`src/verilog/mixer_pkg.sv`:
```
////////////////////////////////////////////////////////////
// mixer_pkg: audio and gain widths, channel count and the
// sample, gain, mask and frame types shared by the mixer
////////////////////////////////////////////////////////////

package mixer_pkg;

  ////////////////////////////////////////////////////////////
  // widths and sizes
  ////////////////////////////////////////////////////////////

  localparam int AUDIO_WIDTH    = 16;
  localparam int GAIN_WIDTH     = 16;
  localparam int Q_BITS         = 12;  // 4096 is unity gain
  localparam int NR_CHANNELS    = 4;
  localparam int CHAN_IDX_WIDTH = 2;

  // room for every channel plus a sign guard
  localparam int SUM_WIDTH = AUDIO_WIDTH + CHAN_IDX_WIDTH + 1;

  ////////////////////////////////////////////////////////////
  // types
  ////////////////////////////////////////////////////////////

  typedef logic signed [AUDIO_WIDTH-1:0] sample_t;
  typedef logic signed [GAIN_WIDTH-1:0]  gain_t;
  typedef logic [CHAN_IDX_WIDTH-1:0]     chan_idx_t;

  // pan select and per-channel clip bits
  typedef logic [NR_CHANNELS-1:0] chan_mask_t;

  typedef sample_t [NR_CHANNELS-1:0] frame_t;
  typedef gain_t   [NR_CHANNELS-1:0] gain_array_t;

endpackage

```
`src/verilog/mix_result_if.sv`:
```
////////////////////////////////////////////////////////////
// mix_result_if: stereo result with clip flags, core to
// output side
////////////////////////////////////////////////////////////

`timescale 1ns/100ps

interface mix_result_if;

  import mixer_pkg::*;

  sample_t    left;
  sample_t    right;
  logic       valid;         // one cycle per result
  logic       out_clip;      // bus or master saturation
  chan_mask_t channel_clip;  // channel gain saturation

  // producer side
  modport core (
    output left, right, valid, out_clip, channel_clip
  );

  // consumer side
  modport sink (
    input left, right, valid, out_clip, channel_clip
  );

endinterface

```
`src/verilog/channel_capture.sv`:
```
////////////////////////////////////////////////////////////
// channel_capture: strobed per-channel samples into a frame,
// frame valid pulse on the last channel index
////////////////////////////////////////////////////////////

`timescale 1ns/100ps

module channel_capture (
  input  logic                 clk,
  input  logic                 rst_n,

  input  mixer_pkg::sample_t   sample,
  input  mixer_pkg::chan_idx_t sample_chan,
  input  logic                 sample_strobe,

  output mixer_pkg::frame_t    frame,
  output logic                 frame_valid
);

  import mixer_pkg::*;

  chan_mask_t slot_we;    // one write enable per slot
  logic       last_chan;

  ////////////////////////////////////////////////////////////
  // slot decode
  ////////////////////////////////////////////////////////////

  always_comb begin
    slot_we = '0;
    if (sample_strobe) begin
      slot_we[sample_chan] = 1'b1;
    end
  end

  assign last_chan = (sample_chan == chan_idx_t'(NR_CHANNELS - 1));

  ////////////////////////////////////////////////////////////
  // frame storage
  ////////////////////////////////////////////////////////////

  // slots not written keep their old sample
  always_ff @(posedge clk) begin
    for (int i = 0; i < NR_CHANNELS; i++) begin
      if (slot_we[i]) begin
        frame[i] <= sample;
      end
    end
  end

  // order of arrival does not matter, only the last index closes a frame
  always_ff @(posedge clk or negedge rst_n) begin
    if (!rst_n) begin
      frame_valid <= 1'b0;
    end else begin
      frame_valid <= sample_strobe && last_chan;  // aligned with last write
    end
  end

endmodule

```
`src/verilog/mixer_core.sv`:
```
////////////////////////////////////////////////////////////
// mixer_core: channel gains, pan routing, saturating bus
// sums and master gain, three stage pipeline
////////////////////////////////////////////////////////////

`timescale 1ns/100ps

module mixer_core (
  input  logic                   clk,
  input  logic                   rst_n,

  input  mixer_pkg::frame_t      frame,
  input  logic                   frame_valid,

  input  mixer_pkg::gain_array_t channel_gain,
  input  mixer_pkg::chan_mask_t  channel_pan,
  input  mixer_pkg::gain_t       output_gain,

  mix_result_if.core             result
);

  import mixer_pkg::*;

  logic [2:0] valid_d;                    // one bit per stage

  sample_t    chan_prod [NR_CHANNELS];
  chan_mask_t chan_ovf;
  chan_mask_t chan_clip_d1;
  chan_mask_t chan_clip_d2;

  logic signed [SUM_WIDTH-1:0] left_acc;
  logic signed [SUM_WIDTH-1:0] right_acc;
  sample_t left_sat;
  sample_t right_sat;
  logic    left_bus_clip;
  logic    right_bus_clip;
  sample_t left_sum_q;
  sample_t right_sum_q;
  logic    bus_clip_q;
  logic    bus_clip_d;

  sample_t left_out;
  sample_t right_out;
  logic    left_master_ovf;
  logic    right_master_ovf;

  // clamp a bus sum into the sample range
  function automatic sample_t sat_sum(input logic signed [SUM_WIDTH-1:0] sum);
    logic upper_ok;
    upper_ok = (&sum[SUM_WIDTH-1:AUDIO_WIDTH-1]) || !(|sum[SUM_WIDTH-1:AUDIO_WIDTH-1]);
    if (upper_ok) begin
      return sum[AUDIO_WIDTH-1:0];
    end
    return sum[SUM_WIDTH-1] ? {1'b1, {(AUDIO_WIDTH-1){1'b0}}}
                            : {1'b0, {(AUDIO_WIDTH-1){1'b1}}};
  endfunction

  ////////////////////////////////////////////////////////////
  // stage 1: channel gain
  ////////////////////////////////////////////////////////////

  for (genvar i = 0; i < NR_CHANNELS; i++) begin : g_chan
    nq_multiplier #(
      .N_BITS (AUDIO_WIDTH),
      .Q_BITS (Q_BITS)
    ) chan_mul (
      .clk          (clk),
      .rst_n        (rst_n),
      .multiplicand (frame[i]),
      .multiplier   (channel_gain[i]),
      .product      (chan_prod[i]),
      .overflow     (chan_ovf[i])
    );
  end

  ////////////////////////////////////////////////////////////
  // stage 2: pan routing and bus sums
  ////////////////////////////////////////////////////////////

  always_comb begin
    left_acc  = '0;
    right_acc = '0;
    for (int i = 0; i < NR_CHANNELS; i++) begin
      if (!channel_pan[i]) begin
        left_acc  = left_acc + SUM_WIDTH'(chan_prod[i]);   // pan clear goes left
      end else begin
        right_acc = right_acc + SUM_WIDTH'(chan_prod[i]);
      end
    end
  end

  assign left_sat       = sat_sum(left_acc);
  assign right_sat      = sat_sum(right_acc);
  assign left_bus_clip  = (SUM_WIDTH'(left_sat) != left_acc);
  assign right_bus_clip = (SUM_WIDTH'(right_sat) != right_acc);

  always_ff @(posedge clk) begin
    left_sum_q  <= left_sat;
    right_sum_q <= right_sat;
  end

  ////////////////////////////////////////////////////////////
  // stage 3: master gain
  ////////////////////////////////////////////////////////////

  nq_multiplier #(
    .N_BITS (AUDIO_WIDTH),
    .Q_BITS (Q_BITS)
  ) left_mul (
    .clk          (clk),
    .rst_n        (rst_n),
    .multiplicand (left_sum_q),
    .multiplier   (output_gain),
    .product      (left_out),
    .overflow     (left_master_ovf)
  );

  nq_multiplier #(
    .N_BITS (AUDIO_WIDTH),
    .Q_BITS (Q_BITS)
  ) right_mul (
    .clk          (clk),
    .rst_n        (rst_n),
    .multiplicand (right_sum_q),
    .multiplier   (output_gain),
    .product      (right_out),
    .overflow     (right_master_ovf)
  );

  // valid and flag alignment
  always_ff @(posedge clk or negedge rst_n) begin
    if (!rst_n) begin
      valid_d      <= '0;
      bus_clip_q   <= 1'b0;
      bus_clip_d   <= 1'b0;
      chan_clip_d1 <= '0;
      chan_clip_d2 <= '0;
    end else begin
      valid_d      <= {valid_d[1:0], frame_valid};
      bus_clip_q   <= left_bus_clip || right_bus_clip;  // stage 2
      bus_clip_d   <= bus_clip_q;                       // stage 3
      chan_clip_d1 <= chan_ovf;
      chan_clip_d2 <= chan_clip_d1;
    end
  end

  assign result.left         = left_out;
  assign result.right        = right_out;
  assign result.valid        = valid_d[2];
  assign result.out_clip     = bus_clip_d || left_master_ovf || right_master_ovf;
  assign result.channel_clip = chan_clip_d2;

endmodule

```
`src/verilog/mixer_output.sv`:
```
////////////////////////////////////////////////////////////
// mixer_output: result holding register, valid/ready
// handshake, sticky clip and overrun status
////////////////////////////////////////////////////////////

`timescale 1ns/100ps

module mixer_output (
  input  logic                  clk,
  input  logic                  rst_n,

  mix_result_if.sink            result,

  input  logic                  out_ready,
  input  logic                  status_clear,

  output mixer_pkg::sample_t    out_left,
  output mixer_pkg::sample_t    out_right,
  output logic                  out_valid,

  output logic                  out_clip,
  output mixer_pkg::chan_mask_t channel_clip,
  output logic                  overrun
);

  import mixer_pkg::*;

  logic full;
  logic drain;
  logic load;
  logic drop;

  assign drain = full && out_ready;             // transfer this edge
  assign load  = result.valid && (!full || drain);
  assign drop  = result.valid && full && !drain;  // core cannot stall

  assign out_valid = full;

  ////////////////////////////////////////////////////////////
  // holding register
  ////////////////////////////////////////////////////////////

  always_ff @(posedge clk) begin
    if (load) begin
      out_left  <= result.left;
      out_right <= result.right;
    end
  end

  always_ff @(posedge clk or negedge rst_n) begin
    if (!rst_n) begin
      full <= 1'b0;
    end else if (load) begin
      full <= 1'b1;
    end else if (drain) begin
      full <= 1'b0;
    end
  end

  ////////////////////////////////////////////////////////////
  // sticky status
  ////////////////////////////////////////////////////////////

  // a new flag in the clear cycle survives
  always_ff @(posedge clk or negedge rst_n) begin
    if (!rst_n) begin
      out_clip     <= 1'b0;
      channel_clip <= '0;
      overrun      <= 1'b0;
    end else begin
      out_clip     <= (out_clip && !status_clear) || (result.valid && result.out_clip);
      channel_clip <= (channel_clip & {NR_CHANNELS{!status_clear}}) |
                      (result.channel_clip & {NR_CHANNELS{result.valid}});
      overrun      <= (overrun && !status_clear) || drop;
    end
  end

endmodule

```
`src/verilog/mixer_top.sv`:
```
////////////////////////////////////////////////////////////
// mixer_top: capture, mixer core and output stage
////////////////////////////////////////////////////////////

`timescale 1ns/100ps

module mixer_top (
  input  logic                                                   clk,
  input  logic                                                   rst_n,

  // sample input
  input  logic signed [mixer_pkg::AUDIO_WIDTH-1:0]               sample,
  input  logic [mixer_pkg::CHAN_IDX_WIDTH-1:0]                   sample_chan,
  input  logic                                                   sample_strobe,

  // mix controls
  input  logic [mixer_pkg::NR_CHANNELS-1:0][mixer_pkg::GAIN_WIDTH-1:0] channel_gain,
  input  logic [mixer_pkg::NR_CHANNELS-1:0]                      channel_pan,
  input  logic signed [mixer_pkg::GAIN_WIDTH-1:0]                output_gain,
  input  logic                                                   status_clear,

  // stereo output
  output logic signed [mixer_pkg::AUDIO_WIDTH-1:0]               out_left,
  output logic signed [mixer_pkg::AUDIO_WIDTH-1:0]               out_right,
  output logic                                                   out_valid,
  input  logic                                                   out_ready,

  // sticky status
  output logic                                                   out_clip,
  output logic [mixer_pkg::NR_CHANNELS-1:0]                      channel_clip,
  output logic                                                   overrun
);

  import mixer_pkg::*;

  frame_t frame;
  logic   frame_valid;

  mix_result_if result_if ();

  channel_capture capture0 (
    .clk           (clk),
    .rst_n         (rst_n),
    .sample        (sample),
    .sample_chan   (sample_chan),
    .sample_strobe (sample_strobe),
    .frame         (frame),
    .frame_valid   (frame_valid)
  );

  mixer_core core0 (
    .clk          (clk),
    .rst_n        (rst_n),
    .frame        (frame),
    .frame_valid  (frame_valid),
    .channel_gain (channel_gain),
    .channel_pan  (channel_pan),
    .output_gain  (output_gain),
    .result       (result_if.core)
  );

  mixer_output output0 (
    .clk          (clk),
    .rst_n        (rst_n),
    .result       (result_if.sink),
    .out_ready    (out_ready),
    .status_clear (status_clear),
    .out_left     (out_left),
    .out_right    (out_right),
    .out_valid    (out_valid),
    .out_clip     (out_clip),
    .channel_clip (channel_clip),
    .overrun      (overrun)
  );

endmodule

```
`src/verilog/nq_multiplier.sv`:
```
////////////////////////////////////////////////////////////
// registered signed fixed-point multiply with saturation
// and overflow flag
////////////////////////////////////////////////////////////

`timescale 1ns/100ps

module nq_multiplier #(
  parameter int N_BITS = 16,
  parameter int Q_BITS = 12
) (
  input  logic                     clk,
  input  logic                     rst_n,

  input  logic signed [N_BITS-1:0] multiplicand,
  input  mixer_pkg::gain_t         multiplier,

  output logic signed [N_BITS-1:0] product,
  output logic                     overflow
);

  import mixer_pkg::*;

  logic signed [N_BITS+GAIN_WIDTH-1:0] full_product;
  logic signed [N_BITS+GAIN_WIDTH-1:0] shifted;
  logic                                fits;
  logic signed [N_BITS-1:0]            product_d;

  ////////////////////////////////////////////////////////////
  // multiply, shift, saturate
  ////////////////////////////////////////////////////////////

  assign full_product = (N_BITS+GAIN_WIDTH)'(multiplicand) * (N_BITS+GAIN_WIDTH)'(multiplier);
  assign shifted      = full_product >>> Q_BITS;  // floor toward minus infinity

  // upper bits must all match the result sign bit
  assign fits = (&shifted[N_BITS+GAIN_WIDTH-1:N_BITS-1]) ||
                !(|shifted[N_BITS+GAIN_WIDTH-1:N_BITS-1]);

  always_comb begin
    if (fits) begin
      product_d = shifted[N_BITS-1:0];
    end else if (shifted[N_BITS+GAIN_WIDTH-1]) begin
      product_d = {1'b1, {(N_BITS-1){1'b0}}};  // most negative
    end else begin
      product_d = {1'b0, {(N_BITS-1){1'b1}}};  // most positive
    end
  end

  ////////////////////////////////////////////////////////////
  // output registers
  ////////////////////////////////////////////////////////////

  always_ff @(posedge clk) begin
    product <= product_d;
  end

  always_ff @(posedge clk or negedge rst_n) begin
    if (!rst_n) begin
      overflow <= 1'b0;
    end else begin
      overflow <= !fits;
    end
  end

endmodule
```
`config.mk`:
```
export PLATFORM = sky130hd
export DESIGN_NAME = mixer_top
export DESIGN_NICKNAME = d
export VERILOG_FILES = /design/src/verilog/mixer_pkg.sv /design/src/verilog/mix_result_if.sv /design/src/verilog/channel_capture.sv /design/src/verilog/mixer_core.sv /design/src/verilog/mixer_output.sv /design/src/verilog/mixer_top.sv /design/src/verilog/nq_multiplier.sv
export SDC_FILE = /design/constraint.sdc
export NUM_CORES = 2
export LEC_CHECK = 0
export ABC_AREA = 1
export BUFFER_PORTS_ARGS = -buffer_cell sky130_fd_sc_hd__buf_2
export CORE_ASPECT_RATIO = 0.8
export CORE_MARGIN = 3
export CORE_UTILIZATION = 59
export CTS_CLUSTER_SIZE = 20
export DETAILED_ROUTE_END_ITERATION = 10
export HOLD_SLACK_MARGIN = 0.03
export PLACE_DENSITY = 0.76
export REMOVE_ABC_BUFFERS = 1
export SLEW_MARGIN = 20
export SYNTH_ARGS = -nofsm -noshare
export SYNTH_HDL_FRONTEND = slang
export SYNTH_SLANG_ARGS = --single-unit
export TNS_END_PERCENT = 20
```
`constraint.sdc`:
```
create_clock -name clk -period 7.55 [get_ports clk]
set_input_delay 0.755 -clock clk [delete_from_list [all_inputs] [get_ports clk]]
set_output_delay 0.755 -clock clk [all_outputs]
set_load 0.02 [all_outputs]
```
# Yosys cells after proc, flatten, opt, wreduce, memory -nomap -nowiden
# Index checks and enable logic that the tools add are counted.
[word_totals] output_inout_bits=39 mem_bits_rw=0 input_bits=107 memories=0 romBits=0 elab_cells=140 register_bits=251 latchBits=0
[op_classes] n_eq_ne=3 reduce_logical=57 add_sub_neg=6 n_bitwise=3 n_div=0 muxes=33 n_mul=6 shifts=0 n_lt_le_gt_ge=2
[ops] op="two-way mux 16 bit" count=18
[ops] op="multiplier 16 x 16 -> 32 bit" count=6
[ops] op="two-way mux 19 bit" count=8
[ops] op="adder 19 x 16 -> 19 bit" count=6
[ops] op="inequality test 16 x 19 -> 1 bit" count=2
[ops] op="AND reduction 5 bit" count=6
[ops] op="OR reduction 5 bit" count=6
[ops] op="logical NOT 1 bit" count=17
[ops] op="logical OR 1 bit" count=14
[ops] op="logical AND 1 bit" count=9
[ops] op="bitwise AND 4 bit" count=2
[ops] op="AND reduction 4 bit" count=2
[ops] op="OR reduction 4 bit" count=2
[ops] op="two-way mux 1 bit" count=5
[ops] op="two-way mux 4 bit" count=1
[ops] op="bitwise OR 4 bit" count=1
[ops] op="less-than comparator 2 x 3 -> 1 bit (second input constant)" count=1
[ops] op="demux 1 bit (select 2 bit)" count=1
[ops] op="equality test 2 bit (second input constant)" count=1
[ops] op=">= comparator 2 x 1 -> 1 bit (second input constant)" count=1
[ops] op="nonzero test 2 bit" count=1

# Depth between registers and ports, before layout
[depth] depth_word=14 depth_mapped=46 mapped_depth_nobuf=43

# Cells and area by module
# A second synthesis with hierarchy kept.
[hier_totals] hier_cells=10145 hier_area_um2=77605.7
[by_module_without_submodules] mod="nq_multiplier at core0.g_chan[1].chan_mul ..." seq_area_each_um2=345.3 area_per_inst_um2=10998.0 n_inst=4 cells_per_inst=1428
[by_module_without_submodules] mod="nq_multiplier at core0.g_chan[0].chan_mul" seq_area_each_um2=345.3 area_per_inst_um2=11064.4 n_inst=1 cells_per_inst=1446
[by_module_without_submodules] mod="nq_multiplier at core0.right_mul" seq_area_each_um2=345.3 area_per_inst_um2=11029.3 n_inst=1 cells_per_inst=1438
[by_module_without_submodules] mod="mixer_core" seq_area_each_um2=965.9 area_per_inst_um2=8310.5 n_inst=1 cells_per_inst=1413
[by_module_without_submodules] mod="channel_capture" seq_area_each_um2=1946.9 area_per_inst_um2=1976.9 n_inst=1 cells_per_inst=73
[by_module_without_submodules] mod="mixer_output" seq_area_each_um2=1136.1 area_per_inst_um2=1232.4 n_inst=1 cells_per_inst=63

# Least setup slack after synthesis
# No wires, ideal clock.
[synth_path] path_type="input to register" startpoint="input port output_gain[1] (netlist name)" endpoint="register core0.right_mul.overflow" setup_ps=137 path_stages=26 required_ps=7413 setup_slack_ps=1037 t_arrival_ps=6376 path_cell_list="clkbuf_1 buf_1 nand2_1 fa_1 inv_1 fa_1 inv_1 fa_1 inv_1 fa_1 inv_1 fa_1 inv_1 fa_1 ha_1 a21oi_1 inv_1 nor2_1 o21ai_0 a221oi_1 nand3b_1 a21oi_1 nand2_1 nand2_1 clkbuf_1 o21ai_0"
[synth_via] elab_chain_cells=5 word_cells_on_any_way=6 cone_classes="1 x mul; 5 x reduce/logical"
[synth_rtl] element="start, declared" line="mixer_top.sv:19" rtl="input logic signed [mixer_pkg::GAIN_WIDTH-1:0] output_gain,"
[synth_rtl] element="multiplier 16 x 16 -> 32 bit *" line="nq_multiplier.sv:33" rtl="assign full_product = (N_BITS+GAIN_WIDTH)'(multiplicand) * (N_BITS+GAIN_WIDTH)'(multiplier);"
[synth_rtl] element="OR reduction 5 bit" line="nq_multiplier.sv:38" rtl="!(|shifted[N_BITS+GAIN_WIDTH-1:N_BITS-1]);"
[synth_rtl] element="logical NOT 1 bit" line="nq_multiplier.sv:38"
[synth_rtl] element="logical OR 1 bit *" line="nq_multiplier.sv:37" rtl="assign fits = (&shifted[N_BITS+GAIN_WIDTH-1:N_BITS-1]) ||"
[synth_rtl] element="logical NOT 1 bit *" line="nq_multiplier.sv:62" rtl="overflow <= !fits;"
[synth_rtl] element="end signal, assigned" line="nq_multiplier.sv:62"
[synth_rtl] element="end, declared" line="nq_multiplier.sv:19" rtl="output logic overflow"
# Every way passes the cells marked *; elsewhere a longest branch is shown, timed or not.
# A chain may end at the register's enable or synchronous reset.

# Worst setup path after layout
[layout_path] startpoint="register capture0.frame[47] (netlist name)" endpoint="register core0.g_chan[2].chan_mul.product[4]"
[layout_via] elab_chain_cells=5 word_cells_on_any_way=7 cone_classes="1 x mul; 2 x mux; 4 x reduce/logical"
[layout_rtl] element="start, declared" line="channel_capture.sv:16" rtl="output mixer_pkg::frame_t frame,"
[layout_rtl] element="start signal, assigned by index" line="channel_capture.sv:46" rtl="frame[i] <= sample;"
[layout_rtl] element="multiplier 16 x 16 -> 32 bit *" line="nq_multiplier.sv:33"
[layout_rtl] element="OR reduction 5 bit" line="nq_multiplier.sv:38"
[layout_rtl] element="logical NOT 1 bit" line="nq_multiplier.sv:38"
[layout_rtl] element="logical OR 1 bit" line="nq_multiplier.sv:37"
[layout_rtl] element="two-way mux 16 bit *" line="nq_multiplier.sv:41" rtl="if (fits) begin"
[layout_rtl] element="named net core0.g_chan[2].chan_mul.product_d[4]" line="nq_multiplier.sv:27" rtl="logic signed [N_BITS-1:0] product_d;"
[layout_rtl] element="end signal, assigned" line="nq_multiplier.sv:55" rtl="product <= product_d;"
[layout_rtl] element="end, declared" line="nq_multiplier.sv:18" rtl="output logic signed [N_BITS-1:0] product,"
# Mark *: on every way through the listed nets, which the timed path passes. The rest lies on a longest branch.

==> impl_metrics.tcl <==
set metrics [dict create \
    clk_latency_ps 630 \
    die_y_um 323 \
    drc 0 \
    layout_common_cells "inv_1, nand2_1, fa_1, ha_1, a21oi_1" \
    initial_core_util 0.598 \
    tightest_slew_ps 935 \
    finalHoldViolCount 0 \
    place_congestion 0.977 \
    syn_inst 9173 \
    ys_seq_area_frac 0.0828 \
    maxSlewViolCount 0 \
    nets 11400 \
    io_pins 146 \
    clock_path_buffers 3 \
    grt_max_degree 45 \
    synthAdderAreaFrac 0.523 \
    die_width_um 402 \
    post-route-util 0.625 \
    drt-pass1-iter-count 8 \
    yosys_most_used_dff "dfxtp_1" \
    synthMuxAreaShare 0.000271 \
    outcome "complete, no violations" \
    fp.dieArea_um2 130000 \
    cts_tree "yes" \
    clkSinkCount 251 \
    post_cts.repair.setup_buffers 0 \
    arrival_ps 7530 \
    fmax_mhz 141 \
    netlist-cell-type-count 59 \
    numCtsBuffers 30 \
    drt-wirelength-per-cell_um 18.0 \
    drive_gt1_frac 0.0505 \
    synth_top_cell_area_share 0.426 \
    ant_nets 0 \
    grt_pass1_vias 61600 \
    dp_hpwl_mm 165 \
    relSlewSlack 0.377 \
    avgSynthCellArea_um2 8.06 \
    numPortBuffers 145 \
    fin_skew_ps 26.9 \
    start_kind "flip-flop" \
    hold_class "in2async" \
    clockRootBuffer "clkbuf_16" \
    gr-total-overflow 0 \
    synth-simple-area-share 0.155 \
    synthXorXnorAreaFrac 0.0275 \
    fin_setup_tns_ps 0 \
    synth_top_family_by_area "adder cells" \
    min_period_ps 7070 \
    cp-end-kind "flip-flop" \
    cp_max_fo 16 \
    syn2layout_area_growth_pct 4.56 \
    viasPerCell 5.41 \
    finalSetupViolations 0 \
    yosys_register_bits 251 \
    synth.area.top_cells "fa_1, inv_1, nand2_1, ha_1, edfxtp_1" \
    final_common_cell "inv_1" \
    syn_area_um2 73900 \
    ctsHoldBuffers 0 \
    n_fill_cell 10800 \
    drv_cap 0 \
    num_rows 115 \
    period_share 0.937 \
    grt_pass1_wl_mm 322 \
    async_flop_share 0.108 \
    worstPathRequired_ps 8000 \
    synth_edf_count 96 \
    dr.first_iter.drc_count 5171 \
    clk_pin_slew_ps 70 \
    rsz0062_at_grt "no" \
    coreArea_um2 124000 \
    htreeDepth 1 \
    grt_use_total 0.309 \
    antenna_found_initial 13 \
    synth_compound_area_frac 0.0638 \
    yosysTopAreaCell "fa_1" \
    path_class "reg2reg" \
    wl_mm 194 \
    yosys_warnings 0 \
    vias 58500 \
]
Yosys cell counts (all sizes together), types with 2 or more instances:
library cell,instances
a211oi,10
a21boi,11
a21o,25
a21oi,344
a221oi,8
a22oi,4
a31oi,30
and2,3
buf,23
clkbuf,283
clkinv,2
dfrtp,27
dfxtp,128
edfxtp,96
fa,1572
ha,574
inv,2571
mux2i,2
nand2,2155
nand3,160
nand3b,11
nand4,52
nor2,274
nor3,51
nor3b,2
nor4,11
o211ai,6
o21a,17
o21ai,336
o21bai,21
o221ai,10
o22ai,5
o311ai,3
o31ai,11
or2,99
xnor2,115
xor2,117
flip-flops by register name, summed over array words and instances, names as in the netlist, 3 cells and up:
name                            flops
core0.valid_d                       3
core0.right_mul.product            16
core0.right_sum_q                  16
output0.out_right                  16
core0.left_mul.product             16
output0.out_left                   16
core0.chan_clip_d1                  4
core0.result.channel_clip           4
capture0.frame                     64
core0.left_sum_q                   16
core0.g_chan.chan_mul.overflow      4
output0.channel_clip                4
core0.g_chan.chan_mul.product      64
metal layers:
layer,routed length [um],vias up,GRT usage
met5,34,-,0
met4,6220,6,0.0905
met3,18600,355,0.0499
met2,87100,2656,0.494
met1,81900,28800,0.440
li1,-,26700,-
area by class of cell:
cell class	instances	area (um^2)	area share
diodes	9	22.5	0.000291
clock buffers	32	758	0.00981
clock inverters	24	288	0.00372
inverters	2573	9660	0.125
multi-input cells	6043	56900	0.737
flip-flops and latches	251	6120	0.0792
well taps	1638	2050	0.0265
repair buffers	231	1430	0.0185
final timing paths:
kind / start / to / slack [ps] / cells past startpoint
min reg2reg: core0.bus_clip_q$_DFF_PN0_ / core0.bus_clip_d$_DFF_PN0_ / 350 / 0
min in group clk: core0.bus_clip_q$_DFF_PN0_ / core0.bus_clip_d$_DFF_PN0_ / 350 / 0
max in group asynchronous: rst_n / core0.chan_clip_d1[0]$_DFF_PN0_ / 6670 / 1
min: rst_n / output0.channel_clip[2]$_DFF_PN0_ / 280 / 1
max reg2reg: capture0.frame[47]$_DFFE_PP_ / core0.g_chan[2].chan_mul.product[4]$_DFF_P_ / 480 / 20
max: capture0.frame[47]$_DFFE_PP_ / core0.g_chan[2].chan_mul.product[4]$_DFF_P_ / 480 / 20
worst max-delay path, cell delays in order (launching register included):
cell and delay (ps):
edfxtp_1 750, nand2_1 210, inv_1 160, fa_1 510
fa_1 880, inv_1 110, fa_1 480, fa_1 560
fa_1 420, fa_1 500, inv_1 40, ha_1 320
a21oi_1 220, o21ai_0 190, a21oi_1 210, nor2_1 70
a2111oi_1 350, a21o_1 170, nand2_1 100, nor2_2 440
o21ai_0 200
timing repair:
| action | 4_1_cts | 5_1_grt |
|---|---|---|
| endpoints found under the setup margin | 0 | 14 |
| gates resized for setup | 0 | 1 |
| hold endpoints to repair | 0 | 0 |
metrics by stage:
| stage | hold slack, ps | instance area (um^2) | cells | setup WS [ps] |
|---|---|---|---|---|
| 2_1_floorplan | 331 | 72700 | 8867 | 1130 |
| 3_3_place_gp | 335 | 76200 | 10700 | 277 |
| 4_1_cts | 268 | 77200 | 10800 | 357 |
| 5_1_grt | 298 | 77300 | 10800 | 72.0 |
| 6_report | 281 | 77300 | 10800 | 479 |
| 3_5_place_dp | 336 | 76200 | 10700 | 244 |
cells by family (layout without fill, tap and decap cells):
group,after synthesis,after routing
compound gates,844,844
xor+xnor,232,232
fa+ha+maj,2146,2146
buf+inv,2879,2860
flops,251,251
mux,2,2
other cells,0,9
simple gates,2819,2819
Power is not shown: default switching activity piles up to over one toggle a cycle in this logic, so the estimate is an artifact.
